File: src/hci_settings.svh
// hci ecc bank settings, bus widths and bank depth
`ifndef HCI_SETTINGS_SVH
`define HCI_SETTINGS_SVH

// byte address width of the core port
`define HCI_AW 12

// plain user width, the ecc bits sit above these
`define HCI_UW 4

// bank depth in 32-bit words
`define HCI_BANK_WORDS 256

`endif

File: src/hci_pkg.sv
// hci core port field types, plain and ecc-extended
`default_nettype none

`include "hci_settings.svh"

package hci_pkg;

  // number of secded check bits carried in the user field
  localparam int unsigned ECC_BITS = 7;

  // byte address
  typedef logic [`HCI_AW-1:0] addr_t;
  // data width is fixed at 32
  typedef logic [31:0] data_t;
  // one enable per byte lane
  typedef logic [3:0] be_t;
  // plain user bits as seen by the bank
  typedef logic [`HCI_UW-1:0] user_t;
  // user bits on the protected side, check bits on top
  typedef logic [`HCI_UW+ECC_BITS-1:0] ecc_user_t;

endpackage

`default_nettype wire

File: src/ecc_pkg.sv
// hsiao secded 39/32 codeword, syndrome and parity mask definitions
`default_nettype none

package ecc_pkg;

  // codeword is check bits over data
  localparam int unsigned CW_BITS = hci_pkg::ECC_BITS + $bits(hci_pkg::data_t);

  typedef logic [hci_pkg::ECC_BITS-1:0] check_t;
  typedef logic [hci_pkg::ECC_BITS-1:0] syndrome_t;

  // bit 0 single corrected, bit 1 double detected
  typedef logic [1:0] err_t;

  typedef struct packed {
    check_t         check;
    hci_pkg::data_t data;
  } codeword_fields_t;

  // same 39 bits seen raw or split into fields
  typedef union packed {
    logic [CW_BITS-1:0] raw;
    codeword_fields_t   fields;
  } codeword_u;

  // row i selects the data bits feeding check bit i, plus check bit i itself
  // data columns are distinct weight-3 vectors, check columns are unit vectors
  localparam logic [hci_pkg::ECC_BITS-1:0][CW_BITS-1:0] H_MASK = {
    39'h40_FFF0_0000,
    39'h20_C00F_FC00,
    39'h10_3C0F_03F0,
    39'h08_2388_E38E,
    39'h04_1264_9A6D,
    39'h02_8952_555B,
    39'h01_44B1_2CB7
  };

endpackage

`default_nettype wire

File: src/hci_ecc_dec.sv
// hci ecc stage that strips and checks ecc on requests and re-encodes read data
`timescale 1ns/100ps
`default_nettype none

module hci_ecc_dec (
  // protected request side
  input  logic               req_i,
  output logic               gnt_o,
  input  hci_pkg::addr_t     add_i,
  input  logic               wen_i,
  input  hci_pkg::be_t       be_i,
  input  hci_pkg::data_t     data_i,
  input  hci_pkg::ecc_user_t user_i,
  // plain request side
  output logic               req_o,
  input  logic               gnt_i,
  output hci_pkg::addr_t     add_o,
  output logic               wen_o,
  output hci_pkg::be_t       be_o,
  output hci_pkg::data_t     data_o,
  output hci_pkg::user_t     user_o,
  // plain response side
  input  logic               r_valid_i,
  input  hci_pkg::data_t     r_data_i,
  input  hci_pkg::user_t     r_user_i,
  // protected response side
  output logic               r_valid_o,
  output hci_pkg::data_t     r_data_o,
  output hci_pkg::ecc_user_t r_user_o,
  // decode status of the current request
  output ecc_pkg::syndrome_t syndrome_o,
  output ecc_pkg::err_t      err_o
);

  localparam int unsigned UW = $bits(hci_pkg::user_t);

  ecc_pkg::codeword_u req_cw;
  ecc_pkg::codeword_u rsp_cw;

  // handshake and control pass straight through
  assign req_o     = req_i;
  assign gnt_o     = gnt_i;
  assign add_o     = add_i;
  assign wen_o     = wen_i;
  assign be_o      = be_i;
  assign r_valid_o = r_valid_i;

  // check bits live above the plain user bits
  always_comb begin
    req_cw.fields.check = user_i[UW +: hci_pkg::ECC_BITS];
    req_cw.fields.data  = data_i;
  end

  assign user_o = user_i[UW-1:0];

  secded_39_32_dec i_ecc_decode (
    .codeword_i ( req_cw     ),
    .data_o     ( data_o     ),
    .syndrome_o ( syndrome_o ),
    .err_o      ( err_o      )
  );

  secded_39_32_enc i_ecc_encode (
    .data_i     ( r_data_i ),
    .codeword_o ( rsp_cw   )
  );

  // fresh check bits go back on top of r_user
  assign r_data_o = rsp_cw.fields.data;
  assign r_user_o = {rsp_cw.fields.check, r_user_i};

endmodule

`default_nettype wire

File: src/secded_39_32_dec.sv
// secded 39/32 decoder, corrects single errors and flags double errors
`timescale 1ns/100ps
`default_nettype none

module secded_39_32_dec (
  input  ecc_pkg::codeword_u codeword_i,
  output hci_pkg::data_t     data_o,
  output ecc_pkg::syndrome_t syndrome_o,
  output ecc_pkg::err_t      err_o
);

  localparam int unsigned NB_CHECK = hci_pkg::ECC_BITS;
  localparam int unsigned DW       = $bits(hci_pkg::data_t);

  logic single_err;
  logic double_err;

  // syndrome over the whole codeword, check bit included in its own row
  always_comb begin
    for (int i = 0; i < NB_CHECK; i++) begin
      syndrome_o[i] = ^(codeword_i.raw & ecc_pkg::H_MASK[i]);
    end
  end

  // odd weight means one flipped bit
  assign single_err = ^syndrome_o;
  // nonzero even weight means two flipped bits
  assign double_err = (syndrome_o != '0) && !single_err;

  assign err_o = {double_err, single_err};

  // flip the data bit whose mask column equals the syndrome
  // a flipped check bit matches no data column, data passes untouched
  always_comb begin
    ecc_pkg::syndrome_t column;
    column = '0;
    data_o = codeword_i.fields.data;
    for (int j = 0; j < DW; j++) begin
      // gather column j of the parity matrix
      for (int i = 0; i < NB_CHECK; i++) begin
        column[i] = ecc_pkg::H_MASK[i][j];
      end
      if (single_err && (syndrome_o == column)) begin
        data_o[j] = ~data_o[j];
      end
    end
  end

endmodule

`default_nettype wire

File: src/secded_39_32_enc.sv
// secded 39/32 encoder, adds 7 hsiao check bits to a 32-bit word
`timescale 1ns/100ps
`default_nettype none

module secded_39_32_enc (
  input  hci_pkg::data_t    data_i,
  output ecc_pkg::codeword_u codeword_o
);

  localparam int unsigned NB_CHECK = hci_pkg::ECC_BITS;
  localparam int unsigned DW       = $bits(hci_pkg::data_t);

  // each check bit is the parity of the data bits in its mask row
  always_comb begin
    codeword_o.fields.data = data_i;
    for (int i = 0; i < NB_CHECK; i++) begin
      // only the data part of the row matters here
      codeword_o.fields.check[i] = ^(data_i & ecc_pkg::H_MASK[i][DW-1:0]);
    end
  end

endmodule

`default_nettype wire

File: config.mk
export PLATFORM = sky130hd
export DESIGN_NAME = hci_ecc_dec
export DESIGN_NICKNAME = d
export VERILOG_FILES = /design/src/hci_pkg.sv /design/src/ecc_pkg.sv /design/src/hci_ecc_dec.sv /design/src/secded_39_32_dec.sv /design/src/secded_39_32_enc.sv
export VERILOG_INCLUDE_DIRS = /design/src
export SDC_FILE = /design/constraint.sdc
export NUM_CORES = 1
export LEC_CHECK = 0
export ABC_AREA = 1
export BUFFER_PORTS_ARGS = -buffer_cell sky130_fd_sc_hd__clkbuf_2
export CAP_MARGIN = 20
export CORE_ASPECT_RATIO = 0.75
export CORE_MARGIN = 2
export CORE_UTILIZATION = 50
export DETAILED_ROUTE_END_ITERATION = 12
export PLACE_DENSITY = 0.85
export SLEW_MARGIN = 10
export SYNTH_ARGS = -nofsm -noshare
export SYNTH_HDL_FRONTEND = slang
export SYNTH_HIERARCHICAL = 1
export SYNTH_SLANG_ARGS = --single-unit
File: constraint.sdc
create_clock -name vclk -period 3.7
set_input_delay 0.37 -clock vclk [all_inputs]
set_output_delay 0.37 -clock vclk [all_outputs]
set_load 0.05 [all_outputs]
==> out/metrics.csv <==
stage,metric,value,unit
status,outcome,"finished, final reports clean",
synth,Post-synth top cells,"nand2_1 (511), nand3_1 (108), inv_1 (79), buf_4 (64), nor2_1 (42)",
timing,Final Slew Violations,0,
routing,vias post-DR,5560,
place,post-DP HPWL,10540,µm
worst_setup_path,"most used cell, CP",nand2_1,
synth,Yosys cell types,22,
worst_setup_path,Startpoint Class,input port,
synth,Mapped Nets,1043,
layout,ANT cells,0,
layout,fillers,852,
timing,Fin. Hold Viols,0,
die,die area,9528,µm²
timing,worst setup margin,287.2,ps
clock_tree,setup bufs post-CTS,0,
power,leakage,3.246,nW
synth,synth top area cells,"nand2_1 (44%), nand3_1 (12%), buf_4 (11%)",
timing,Final Setup Violations,0,
layout,seq_cells,0,
synth,synthesis warning total,6,
layout,share of cells above drive strength 1,0.1917,
synth,"Cell Area, Synth",4378,µm²
die,die height,85.04,µm
timing,Setup TNS Final,0,ps
layout,Final nets,1115,
timing,final worst-path cycle share,0.9224,
worst_setup_path,Worst Path Max Fanout,23,
routing,drc violations,0,
synth,sequential share of the synthesized area,0,
worst_setup_path,CP endpoint kind,output port,
place,port buffer count,151,
routing,number of vias per cell,4.964,
timing,min Tclk post-route,3413,ps
layout,Area Overhead vs Synth,15.23,%
die,core footprint,8491,µm²
worst_setup_path,Worst EP arrival,3040,ps
synth,cells after synthesis,942,
layout,Storage cell area,0,µm²
place,Place WS,313.6,ps
timing,Fmax,0.2930,GHz
routing,initial DRC count,521,
worst_setup_path,"Slowest-stage cell, CP",ha_1,
clock_tree,post-CTS sizing,0,
synth,"Avg Cell Area, Syn",4.648,µm²
timing,actual slew at the worst max-slew pin,426.3,ps
worst_setup_path,WP data required,3330,ps
power,VDD IR max,0.5379,mV
power,pwr dens,338.3,nW/µm²
routing,Pre-antenna DRT Iters,5,
worst_setup_path,Critical Setup Path Class,input port to output port,
worst_hold_path,Hold WC Path Type,input port to output port,
die,row count,29,
routing,final WL,12490,µm
place,Routability Congestion,1.040,
global_routing,first-pass GRT wire length,20090,µm
die,IO Pins,207,
global_routing,largest net degree at the start of global routing,47,
routing,DRT antenna net count,0,
routing,wire per inst,11.15,µm
global_routing,vias in the first global route,4547,
worst_setup_path,CP Launch Point,data_i[23],
worst_hold_path,Hold Startpoint,add_i[11],
timing,Max-slew headroom,0.7138,
global_routing,global route overflow,0,
synth,area fraction of the dominant cell type after synthesis,0.4381,
flow_run,max-cap violation count,0,
layout,area of the multi-input gates,3361,µm²
global_routing,GRT Total Usage,0.2437,
worst_setup_path,"Largest stage delay, worst path",300,ps
global_routing,antenna violations before repair,0,
layout,clk_buf instances,0,
die,Die Wd,112.1,µm
clock_tree,cts hold-fix bufs,0,
synth,most frequent cell after synthesis,nand2_1,
synth,Synth area leader,nand2_1,
die,Initial Utilization,0.5156,
-- critical path, delay by kind of cell --
family,cells,cell delay (ps)
adders and majority gates,1,300
buffers and inverters,6,820
and+or+nand+nor,18,1520
-- layout by cell type (no fill, tap or decap), drive strengths merged --
cell | Yosys | final
xor2 | 29 | 29
nand3b | 4 | 4
nor2 | 45 | 45
nand3 | 108 | 108
a21oi | 2 | 2
clkbuf | 1 | 128
buf | 83 | 26
nand2 | 520 | 520
clkinv | 1 | 1
inv | 106 | 106
o21ai | 1 | 1
xnor2 | 35 | 35
ha | 2 | 2
nand4 | 2 | 2
or2 | 3 | 3
-- logic make-up after synthesis --
group                    after synthesis  synth area share
XOR/XNOR                              64            0.1280
AND/OR/NAND/NOR                      682            0.6299
AO/OA/AOI/OAI                          3          0.003429
adder cells (fa/ha/maj)                2          0.005715
buffers and inverters                191            0.2329
-- through the flow --
step	hold slack, ps	utilization	total power, mW	std cells	instance area [µm²]
after floorplan	907.1	-	1.367	942	4378
after global placement	740.3	0.5881	1.562	1119	4994
after detailed placement	740.3	0.5881	1.587	1119	4994
after CTS	740.3	0.5881	1.592	1119	4994
after global routing	740.1	0.5942	1.836	1120	5045
final	740.0	0.5942	1.707	1120	5045
-- final cells by class --
class | count | share of cell area
well taps | 108 | 0.02679
inverters | 107 | 0.07961
repair buffers | 154 | 0.2274
multi-input cells | 751 | 0.6662
-- metal layers --
layer,wire (µm),GRT usage,part of all wire
met1,5800,0.3641,0.46
met2,5061,0.3769,0.41
met3,1494,0.04643,0.12
met4,136,0.02217,0.011
met5,0,0,0
-- path summary, 6_finish.rpt --
check                 slack [ps]         end  depth (start not counted)
worst max-delay path         290  data_o[26]                         25
worst min-delay path         740   add_o[11]                          0
-- power by group --
group	internal (mW)	leakage, nW	switching (mW)
registers	0	0	0
logic	0.527	3.25	1.18
clock network	0	0	0
total	0.527	3.25	1.18
(Power assumes the default switching activity.)
