==> src/hci_settings.svh <==
// hci ecc bank settings, bus widths and bank depth
`ifndef HCI_SETTINGS_SVH
`define HCI_SETTINGS_SVH

// byte address width of the core port
`define HCI_AW 12

// plain user width, the ecc bits sit above these
`define HCI_UW 4

// bank depth in 32-bit words
`define HCI_BANK_WORDS 256

`endif

==> src/hci_pkg.sv <==
// hci core port field types, plain and ecc-extended
`default_nettype none

`include "hci_settings.svh"

package hci_pkg;

  // number of secded check bits carried in the user field
  localparam int unsigned ECC_BITS = 7;

  // byte address
  typedef logic [`HCI_AW-1:0] addr_t;
  // data width is fixed at 32
  typedef logic [31:0] data_t;
  // one enable per byte lane
  typedef logic [3:0] be_t;
  // plain user bits as seen by the bank
  typedef logic [`HCI_UW-1:0] user_t;
  // user bits on the protected side, check bits on top
  typedef logic [`HCI_UW+ECC_BITS-1:0] ecc_user_t;

endpackage

`default_nettype wire

==> src/ecc_pkg.sv <==
// hsiao secded 39/32 codeword, syndrome and parity mask definitions
`default_nettype none

package ecc_pkg;

  // codeword is check bits over data
  localparam int unsigned CW_BITS = hci_pkg::ECC_BITS + $bits(hci_pkg::data_t);

  typedef logic [hci_pkg::ECC_BITS-1:0] check_t;
  typedef logic [hci_pkg::ECC_BITS-1:0] syndrome_t;

  // bit 0 single corrected, bit 1 double detected
  typedef logic [1:0] err_t;

  typedef struct packed {
    check_t         check;
    hci_pkg::data_t data;
  } codeword_fields_t;

  // same 39 bits seen raw or split into fields
  typedef union packed {
    logic [CW_BITS-1:0] raw;
    codeword_fields_t   fields;
  } codeword_u;

  // row i selects the data bits feeding check bit i, plus check bit i itself
  // data columns are distinct weight-3 vectors, check columns are unit vectors
  localparam logic [hci_pkg::ECC_BITS-1:0][CW_BITS-1:0] H_MASK = {
    39'h40_FFF0_0000,
    39'h20_C00F_FC00,
    39'h10_3C0F_03F0,
    39'h08_2388_E38E,
    39'h04_1264_9A6D,
    39'h02_8952_555B,
    39'h01_44B1_2CB7
  };

endpackage

`default_nettype wire

==> src/hci_ecc_err_log.sv <==
// ecc error log, counts corrected and uncorrectable writes and keeps the last one
`timescale 1ns/100ps
`default_nettype none

module hci_ecc_err_log (
  input  logic               clk_i,
  input  logic               rst_n_i,
  input  logic               req_i,
  input  logic               gnt_i,
  input  logic               wen_i,
  input  hci_pkg::addr_t     add_i,
  input  ecc_pkg::syndrome_t syndrome_i,
  input  ecc_pkg::err_t      err_i,
  output logic [7:0]         corr_cnt_o,
  output logic [7:0]         uncorr_cnt_o,
  output hci_pkg::addr_t     last_err_addr_o,
  output ecc_pkg::syndrome_t last_syndrome_o
);

  logic wr_accept;

  // only write data is decoded, reads are ignored
  assign wr_accept = req_i & gnt_i & ~wen_i;

  always_ff @(posedge clk_i or negedge rst_n_i) begin
    if (!rst_n_i) begin
      corr_cnt_o      <= '0;
      uncorr_cnt_o    <= '0;
      last_err_addr_o <= '0;
      last_syndrome_o <= '0;
    end else if (wr_accept) begin
      // counters saturate at 255
      if (err_i[0] && (corr_cnt_o != 8'hff)) begin
        corr_cnt_o <= corr_cnt_o + 8'd1;
      end
      if (err_i[1] && (uncorr_cnt_o != 8'hff)) begin
        uncorr_cnt_o <= uncorr_cnt_o + 8'd1;
      end
      // capture where and what, for either kind
      if (|err_i) begin
        last_err_addr_o <= add_i;
        last_syndrome_o <= syndrome_i;
      end
    end
  end

endmodule

`default_nettype wire

==> config.mk <==
export PLATFORM = sky130hd
export DESIGN_NAME = hci_ecc_err_log
export DESIGN_NICKNAME = d
export VERILOG_FILES = /design/src/hci_pkg.sv /design/src/ecc_pkg.sv /design/src/hci_ecc_err_log.sv
export VERILOG_INCLUDE_DIRS = /design/src
export SDC_FILE = /design/constraint.sdc
export NUM_CORES = 1
export LEC_CHECK = 0
export BUFFER_PORTS_ARGS = -buffer_cell sky130_fd_sc_hd__buf_4
export CAP_MARGIN = 15
export CORE_MARGIN = 1.5
export CORE_UTILIZATION = 49
export CTS_BUF_LIST = sky130_fd_sc_hd__clkbuf_4 sky130_fd_sc_hd__clkbuf_8
export CTS_CLUSTER_DIAMETER = 60
export CTS_CLUSTER_SIZE = 30
export DETAILED_ROUTE_END_ITERATION = 12
export PLACE_DENSITY = 0.79
export SETUP_SLACK_MARGIN = 0.2
export SYNTH_ARGS = -nofsm -noshare
export SYNTH_HDL_FRONTEND = slang
export SYNTH_SLANG_ARGS = --single-unit
==> constraint.sdc <==
create_clock -name clk_i -period 1.67 [get_ports clk_i]
set_input_delay 0.334 -clock clk_i [delete_from_list [all_inputs] [get_ports clk_i]]
set_output_delay 0.334 -clock clk_i [all_outputs]
set_load 0.03 [all_outputs]
==> impl_metrics.csv, run 1 <==
group,metric,value,unit
cells_and_area,drive_above_1_share,59.22,%
floorplan,io_pins,61,
clocking,cts_max_path_buffers,2,
grt,grt_max_degree,36,
clocking,cts_tree,"done",
timing,timing.slew.headroom,70.84,%
detailed_routing,ant_nets,0,
worst_setup_path,crit_chain,"ha_4 -> and3_4 -> a21boi_4 -> mux2_4",
floorplan,die_w,58.40,um
yosys,netlist_instances,109,
worst_setup_path,crit_type,"reg2reg",
cells_and_area,syn2layout_area_growth,42.18,%
timing,setup_violations,0,
timing,fin_tns_setup,0,ps
floorplan,initial_core_util,53.16,%
detailed_routing,top_layer,"met4",
yosys,synth_top_area_share,58.24,%
yosys,syn_avg_cell_area,13.80,um^2
floorplan,core,0.002829,mm^2
detailed_routing,vias,1104,
timing,hold_viol,0,
grt,antenna_found_initial,0,
yosys,synth_cell_types,21,
detailed_routing,firstDrtPassIters,4,
yosys,ys_ff_latch,35,
floorplan,num_rows,19,
cells_and_area,stdcell_area,0.002138,mm^2
yosys,synth.area.top_cells,"dfrtp_1, mux2_2, xnor2_1, xor2_1, a21oi_1",
place,pre_cts_ws,177.9,ps
detailed_routing,viasPerCell,5.257,
yosys,yosysWarnings,0,
timing,slew_violations,0,
yosys,synth_largest_area_cell,"dfrtp_1",
clocking,cts_buffers,5,
min_path,hold_path_class,"in2reg",
timing,timing.final.ws_setup,218.5,ps
detailed_routing,drt_wl_total,3048,um
worst_setup_path,crit_arrival,1670,ps
worst_setup_path,end_kind,"flop",
cells_and_area,antennaDiodeCount,0,
clocking,cts.htree.levels,2,
clocking,cts.sinks,35,
grt,grt_usage,20.06,%
worst_setup_path,critPathTopFamily,"flip-flops",
worst_setup_path,cpMaxStageDelayCell,"dfrtp_2",
yosys,syn_nets,137,
yosys,syn-cell-area,0.001504,mm^2
clocking,clk_pin_slew_worst_paths,100,ps
floorplan,die_h,58.40,um
flow_run,max_cap_violations,0,
timing,fin_crit_sh,86.91,%
worst_setup_path,cp.required,1890,ps
place,gp_congestion,0.7709,
place,io_buffers,60,
floorplan,dieArea,0.003411,mm^2
detailed_routing,drcViolationCount,0,
detailed_routing,drt_iter0_drc,30,
place,hpwl,2271,um
worst_setup_path,path_buf_inv,0,
detailed_routing,wl_per_cell,14.51,um
worst_setup_path,slowest_delay,460,ps
detailed_routing,dr_wl_met2,1534,um
cells_and_area,final_nets,207,
grt,grt_pass1_vias,1093,
detailed_routing,met1_length,1255,um
power,ir_drop,0.8383,mV
power,power_density,1303,mW/mm^2
timing,clock.fmax,689.0,MHz
power,leakage,0.001031,uW
timing,worst_clock_skew,7.127,ps
clocking,cts-root-buf,"clkbuf_4",
place,place_area,0.002049,mm^2
grt,grt_pass1_wl,4995,um
run_status,status,"completed",
timing,worstMarginPinSlew,437.4,ps
grt,grt_overflow,0,
clocking,worstSkewPairLatency,330,ps
yosys,yosysSeqAreaShare,58.24,%
worst_setup_path,cp-start-kind,"flop",
detailed_routing,routed-wl-met3,212,um
worst_setup_path,crit_fanout,5,
timing,post-route-min-period,1451,ps
timing,rsz0062_at_grt,"yes",
routing by layer:
| layer | vias up | global-route usage [%] |
|---|---|---|
| li1 | 530 | - |
| met2 | 39 | 33.55 |
| met3 | 4 | 7.253 |
| met5 | - | 0 |
| met1 | 531 | 23.00 |
| met4 | 0 | 8.970 |
registers in the layout (all words and copies together) (netlist names):
register	cells
last_syndrome_o	7
last_err_addr_o	12
uncorr_cnt_o	8
corr_cnt_o	8
worst paths after layout:
check | from | to | slack [ps] | cells after the start
hold / removal | add_i[0] | last_err_addr_o[0]$_DFFE_PN0P_ | 230 | 2
setup reg to reg | uncorr_cnt_o[0]$_DFFE_PN0P_ | uncorr_cnt_o[1]$_DFFE_PN0P_ | 220 | 4
min in group asynchronous | rst_n_i | last_err_addr_o[8]$_DFFE_PN0P_ | 490 | 2
hold reg to reg | last_syndrome_o[3]$_DFFE_PN0P_ | last_syndrome_o[3]$_DFFE_PN0P_ | 510 | 1
max in group asynchronous | rst_n_i | uncorr_cnt_o[1]$_DFFE_PN0P_ | 840 | 2
setup / recovery | uncorr_cnt_o[0]$_DFFE_PN0P_ | uncorr_cnt_o[1]$_DFFE_PN0P_ | 220 | 4
worst reg2reg max path, stage by stage (launching register included):
cell      delay, ps
dfrtp_2         460
ha_4            180
and3_4          180
a21boi_4        200
mux2_4          320
stage by stage:
stage,hold WS [ps],instances,power (uW),utilization (%)
floorplan,38.41,109,1885,-
global placement,300.8,200,2307,72.45
detailed placement,310.2,200,2343,72.45
CTS,213.2,208,2809,74.79
global route,200.0,210,2949,75.59
finish,231.3,210,2787,75.59
kinds of logic (layout without fill, tap and decap cells):
| family | Yosys count | count (layout) | synth area share (%) |
|---|---|---|---|
| flip-flops | 35 | 35 | 58.24 |
| XOR/XNOR | 11 | 11 | 6.406 |
| adder cells (fa/ha/maj) | 2 | 2 | 1.664 |
| buffers and inverters | 1 | 71 | 0.9980 |
| multiplexers | 22 | 22 | 16.72 |
| AO/OA/AOI/OAI | 9 | 9 | 3.827 |
| AND/OR/NAND/NOR | 29 | 29 | 12.15 |
layout by cell type, fill, tap and decap left out, types with 2 or more instances in the layout:
cell	n
dfrtp_2	4
nand4_1	2
clkbuf_4	5
buf_4	62
nor2_1	3
and3_1	3
a21oi_1	6
nand3_1	4
and4_1	3
mux2_4	2
and4b_2	2
ha_4	2
dfrtp_1	31
mux2_2	20
nand2_1	7
xnor2_1	6
xor2_1	5
power by group:
| part | switching [uW] | internal (uW) | total [uW] |
|---|---|---|---|
| combinational | 599 | 495 | 1090 |
| clock | 260 | 195 | 456 |
| sequential | 195 | 1040 | 1240 |
cell usage after synthesis:
cell,count
o21ai_2,1
nand3_1,5
nor2_1,3
nor3b_2,1
nor3_4,1
and3_1,4
buf_8,1
mux2_2,21
a21boi_2,1
o211ai_1,1
nand2_1,7
mux2_4,1
nand4_1,2
xor2_1,5
and4_1,3
ha_1,2
nor3_1,1
and4b_2,2
dfrtp_1,35
a21oi_1,6
xnor2_1,6
final cells by class:
cell class | instances | area (um^2)
Fill cell | 199 | 690.7
Tap cell | 31 | 38.79
Clock buffer | 6 | 51.30
Multi-Input combinational cell | 73 | 666.9
Timing Repair Buffer | 64 | 495.5
Clock inverter | 1 | 5.005
Sequential cell | 35 | 880.8
what timing repair did:
item	4_1_cts	5_1_grt
gates cloned	0	0
buffers inserted	0	2
pin swaps	1	2
gates resized for setup	0	1
hold buffers	1	0
endpoints found under the hold margin	35	0
endpoints found under the setup margin	1	2
Note: power is estimated with default switching activity, not from simulation.
==> run 2, diff against run 1 <==
--- a/config.mk
+++ b/config.mk
@@ -9,12 +9,12 @@
 export BUFFER_PORTS_ARGS = -buffer_cell sky130_fd_sc_hd__buf_4
 export CAP_MARGIN = 15
 export CORE_MARGIN = 1.5
-export CORE_UTILIZATION = 49
+export CORE_UTILIZATION = 25
 export CTS_BUF_LIST = sky130_fd_sc_hd__clkbuf_4 sky130_fd_sc_hd__clkbuf_8
 export CTS_CLUSTER_DIAMETER = 60
 export CTS_CLUSTER_SIZE = 30
 export DETAILED_ROUTE_END_ITERATION = 12
-export PLACE_DENSITY = 0.79
+export PLACE_DENSITY = 0.45
 export SETUP_SLACK_MARGIN = 0.2
 export SYNTH_ARGS = -nofsm -noshare
 export SYNTH_HDL_FRONTEND = slang
==> run 2 against run 1 <==
  * Combinational power increased by 4%
  * Routed wire length increased by 3.0%
  * Register-to-register slack improved by 20 ps
  * Maximum frequency increased by 1.7%
  * Design area increased by 3.6%
  * Die area increased by 90%
==> impl_metrics.csv, run 2 (synthesis results as in run 1) <==
group,metric,value,unit
run_status,status,"completed",
cells_and_area,max_flop_register,"last_err_addr_o",
clocking,cts_tree,"done",
floorplan,num_rows,28,
floorplan,initial_core_util,25.71,%
cells_and_area,drive_above_1_share,59.55,%
cells_and_area,final_nets,206,
worst_setup_path,end_kind,"flop",
cells_and_area,antennaDiodeCount,0,
grt,antenna_found_initial,0,
timing,post-route-min-period,1427,ps
timing,whs,1.083,ps
cells_and_area,final_cells,253,
power,ir_drop,0.6049,mV
timing,worst_clock_skew,2.596,ps
clocking,cts.sinks,35,
worst_setup_path,r2r_cells,4,
timing,hold_viol,0,
detailed_routing,ant_nets,0,
cells_and_area,stdcell_area,0.002215,mm^2
power,leakage,0.001039,uW
cells_and_area,mostFrequentLayoutCell,"buf_4",
flow_run,max_cap_violations,0,
floorplan,dieArea,0.006490,mm^2
grt,grt_pass1_wl,4926,um
place,io_buffers,60,
clocking,worstSkewPairLatency,280,ps
cells_and_area,largest_reg_flops,12,
timing,timing.slew.headroom,70.52,%
detailed_routing,viasPerCell,4.399,
clocking,cts.htree.levels,2,
place,gp_congestion,0.7662,
timing,setup_violations,0,
timing,slew_violations,0,
worst_setup_path,crit_arrival,1590,ps
cells_and_area,final_cell_mix,"buf_4, dfrtp_1, mux2_2, nand2_1",
detailed_routing,drt_wl_total,3140,um
worst_setup_path,cp.required,1840,ps
worst_setup_path,crit_type,"reg2reg",
grt,grt_usage,10.16,%
clocking,cts_buffers,5,
detailed_routing,drt_iter0_drc,7,
worst_setup_path,rr_startpoint,"uncorr_cnt_o[1]$_DFFE_PN0P_",
power,power_density,1336,mW/mm^2
grt,grt_pass1_vias,1085,
place,dp_cells,244,
timing,clock.fmax,700.8,MHz
floorplan,core,0.005851,mm^2
clocking,cts-root-buf,"clkbuf_8",
power,power,2958,uW
grt,grt_overflow,0,
detailed_routing,firstDrtPassIters,4,
timing,fin_crit_sh,85.44,%
place,place_area,0.002105,mm^2
floorplan,die_h,80.56,um
clocking,clk_pin_slew_worst_paths,60,ps
grt,grt_max_degree,36,
worst_setup_path,crit_path_start,"uncorr_cnt_o[1]$_DFFE_PN0P_",
worst_setup_path,cp-start-kind,"flop",
timing,worstMarginPinSlew,442.2,ps
detailed_routing,vias,1113,
clocking,cts_max_path_buffers,2,
timing,rsz0062_at_grt,"no",
floorplan,io_pins,61,
clocking,hold_buffers,0,
timing,fin_tns_setup,0,ps
place,hpwl,2360,um
floorplan,die_w,80.56,um
detailed_routing,drcViolationCount,0,
detailed_routing,wl_per_cell,12.41,um
cells_and_area,top_regs,"last_err_addr_o: 12 flops, corr_cnt_o: 8 flops, uncorr_cnt_o: 8 flops",
cells_and_area,syn2layout_area_growth,47.25,%
min_path,hold_path_class,"in2async",
worst_setup_path,crit_fanout,4,
run 2: cell count changes in the layout (fill, tap and decap cells not counted), sizes merged:
cell         change
dlygate4sd3      -1
run 2: per-stage QoR:
step	utilization, %	setup WS (ps)
floorplan	-	199.5
global placement	35.97	184.2
detailed placement	35.97	170.1
CTS	37.47	220.9
global route	37.85	192.2
finish	37.85	243.1
run 2: layer usage:
layer	up-vias	GRT usage (%)	routed length (um)
met3	8	3.182	265
met4	0	5.690	59
met1	530	11.39	1311
met2	46	16.97	1504
met5	-	0	0
li1	529	-	-
run 2: layout make-up:
| class | instances | area (um^2) |
|---|---|---|
| clock buffer | 6 | 82.58 |
| clock inverter | 1 | 5.005 |
| fill | 590 | 3636 |
| multi-input combinational | 73 | 666.9 |
| sequential | 35 | 880.8 |
| tap | 75 | 93.84 |
| timing repair buffer | 63 | 485.5 |
run 2: final timing paths:
check / end / slack [ps]
min in group clk_i: last_err_addr_o[1]$_DFFE_PN0P_ / 280
setup / recovery: uncorr_cnt_o[1]$_DFFE_PN0P_ / 240
hold / removal: last_err_addr_o[6]$_DFFE_PN0P_ / 1
hold reg to reg: last_syndrome_o[3]$_DFFE_PN0P_ / 510
setup reg to reg: uncorr_cnt_o[1]$_DFFE_PN0P_ / 240
max in group asynchronous: corr_cnt_o[1]$_DFFE_PN0P_ / 1330
run 2: what timing repair did:
action	CTS	global route
setup buffers	0	2
gates resized for setup	0	1
setup endpoints to repair	0	3
run 2: critical path, stage by stage, from the launching register on:
cell	delay, ps
dfrtp_2	430
ha_4	180
and3_4	180
a21boi_4	200
mux2_4	310
run 2: power by group:
group          switching [uW]  internal, uW  total, uW
combinational             616           519       1130
clock                     270           323        593
sequential                186          1050       1230
==> run 3, diff against run 2 <==
--- a/config.mk
+++ b/config.mk
@@ -11,7 +11,6 @@
 export CORE_MARGIN = 1.5
 export CORE_UTILIZATION = 25
 export CTS_BUF_LIST = sky130_fd_sc_hd__clkbuf_4 sky130_fd_sc_hd__clkbuf_8
-export CTS_CLUSTER_DIAMETER = 60
 export CTS_CLUSTER_SIZE = 30
 export DETAILED_ROUTE_END_ITERATION = 12
 export PLACE_DENSITY = 0.45
==> constraint.sdc (replaced) <==
create_clock -name clk_i -period 1.67 [get_ports clk_i]
set_input_delay 0.334 -clock clk_i [delete_from_list [all_inputs] [get_ports clk_i]]
set_output_delay 0.334 -clock clk_i [all_outputs]
set_load 0.01 [all_outputs]
==> run 3 against run 2 <==
  * The flow now finishes with violations (hold timing)
  * Highest routed layer unchanged
  * Critical path depth stayed put
  * Non-clock buffer count up 4
  * First-iteration DRC count increased to 6.6 times the previous value
  * Die area unchanged
  * Flip-flop and latch count unchanged
  * Routed wire length rose by 5.8%
  * Maximum frequency is 0.48% lower
  * Sequential share of layout area is 0.25 points lower
  * Combinational power shrank 28%
  * Global-route usage up 0.66 points
==> impl_metrics.csv, run 3 (synthesis results as in run 1) <==
group,metric,value,unit
run_status,status,"finished, violations left",
run_status,violations,"hold timing",
clocking,worstSkewPairLatency,280,ps
power,ir_drop,0.5795,mV
timing,worst_clock_skew,4.403,ps
clocking,cts.sinks,35,
floorplan,initial_core_util,25.71,%
timing,timing.slew.headroom,70.54,%
cells_and_area,drive_above_1_share,58.79,%
timing,post-route-min-period,1434,ps
clocking,cts_buffers,5,
cells_and_area,largest_reg_flops,12,
worst_setup_path,slowest_delay,450,ps
grt,grt_usage,10.82,%
clocking,cts_tree,"done",
clocking,clk_pin_slew_worst_paths,70,ps
min_path,hold_path_class,"in2async",
worst_setup_path,r2r_slack,240,ps
place,hpwl,2423,um
floorplan,dieArea,0.006490,mm^2
timing,clock.fmax,697.5,MHz
timing,fin_crit_sh,85.85,%
floorplan,die_w,80.56,um
power,power_density,1182,mW/mm^2
grt,grt_pass1_wl,5347,um
cells_and_area,final_cell_mix,"buf_4, dfrtp_1, mux2_2, nand2_1",
floorplan,die_h,80.56,um
detailed_routing,drcViolationCount,0,
timing,timing.final.ws_setup,236.2,ps
cells_and_area,syn2layout_area_growth,47.75,%
detailed_routing,vias,1142,
power,leakage,0.001060,uW
worst_setup_path,crit_path_start,"uncorr_cnt_o[0]$_DFFE_PN0P_",
worst_setup_path,crit_fanout,5,
worst_setup_path,cp-start-kind,"flop",
detailed_routing,ant_nets,0,
detailed_routing,viasPerCell,4.444,
timing,fin_tns_setup,0,ps
grt,grt_overflow,0,
power,power,2626,uW
floorplan,num_rows,28,
place,pre_cts_ws,135.1,ps
floorplan,core,0.005851,mm^2
grt,antenna_found_initial,0,
cells_and_area,stdcell_area,0.002222,mm^2
floorplan,io_pins,61,
cells_and_area,fin_util,37.98,%
worst_setup_path,rr_startpoint,"uncorr_cnt_o[0]$_DFFE_PN0P_",
detailed_routing,drt_wl_total,3323,um
timing,whs,-1.677,ps
timing,setup_violations,0,
clocking,cts-root-buf,"clkbuf_8",
worst_setup_path,cp.required,1830,ps
cells_and_area,mostFrequentLayoutCell,"buf_4",
cells_and_area,max_flop_register,"last_err_addr_o",
worst_setup_path,crit_arrival,1590,ps
place,io_buffers,60,
worst_setup_path,end_kind,"flop",
worst_setup_path,r2r_end,"uncorr_cnt_o[1]$_DFFE_PN0P_",
clocking,cts_max_path_buffers,2,
worst_setup_path,crit_chain,"ha_4 -> and3_4 -> a21boi_4 -> mux2_4",
timing,slew_violations,0,
detailed_routing,firstDrtPassIters,5,
cells_and_area,top_regs,"last_err_addr_o: 12 flops, corr_cnt_o: 8 flops, uncorr_cnt_o: 8 flops",
timing,rsz0062_at_grt,"yes",
worst_setup_path,r2r_cells,4,
detailed_routing,drt_iter0_drc,46,
grt,grt_pass1_vias,1177,
worst_setup_path,cpMaxStageDelayCell,"dfrtp_2",
timing,hold_viol,1,
clocking,cts.htree.levels,2,
place,place_area,0.002068,mm^2
detailed_routing,wl_per_cell,12.93,um
place,gp_congestion,0.7610,
grt,grt_max_degree,36,
cells_and_area,final_nets,210,
flow_run,max_cap_violations,0,
worst_setup_path,crit_type,"reg2reg",
timing,worstMarginPinSlew,441.9,ps
cells_and_area,antennaDiodeCount,0,
-- run 3: cell type report --
cell class / count / area, um^2
multi-input cells: 73 / 646.9
fillers: 570 / 3628
repair buffers: 67 / 515.5
well taps: 75 / 93.84
clock inverters: 1 / 5.005
flip-flops and latches: 35 / 878.3
clock buffers: 6 / 82.58
-- run 3: repair_timing --
item                                    CTS  global route
hold buffers                              0             0
setup buffers                             1             5
gates resized for setup                   0             4
endpoints found under the setup margin    2             7
pin swaps                                 2             5
-- run 3: through the flow --
stage	hold slack (ps)	cells
final	-1.677	257
after global routing	27.98	257
after CTS	11.61	252
after detailed placement	318.5	244
after global placement	310.7	244
after floorplan	38.41	109
-- run 3: worst max-delay path by stage --
stage	slack, ps	depth (start not counted)	to
2_1_floorplan	200	4	uncorr_cnt_o[1]$_DFFE_PN0P_
3_3_place_gp	170	4	uncorr_cnt_o[1]$_DFFE_PN0P_
3_5_place_dp	140	4	uncorr_cnt_o[1]$_DFFE_PN0P_
4_1_cts	160	4	uncorr_cnt_o[1]$_DFFE_PN0P_
5_1_grt	190	4	uncorr_cnt_o[1]$_DFFE_PN0P_
6_report	240	4	uncorr_cnt_o[1]$_DFFE_PN0P_
-- run 3: report_power, final --
part           switching, uW  total (uW)  internal, uW
logic                    314         809           495
registers                176        1220          1040
clock network            278         601           323
-- run 3: metal layers --
metal  vias to the layer above  track usage, %  part of all wire, %  routed length [um]
li1                        533               -                    -                   -
met1                       566           12.76                   44                1448
met2                        39           17.82                   48                1599
met3                         4           3.636                  6.9                 230
met4                         0           4.655                  1.3                  44
met5                         -               0                    0                   0
-- run 3: worst max-delay path, delay by kind of cell, from the launching register on --
| kind | cells | cell delay (ps) |
|---|---|---|
| compound gates | 1 | 200 |
| fa+ha+maj | 1 | 180 |
| flops | 1 | 450 |
| mux | 1 | 310 |
| simple gates | 1 | 180 |
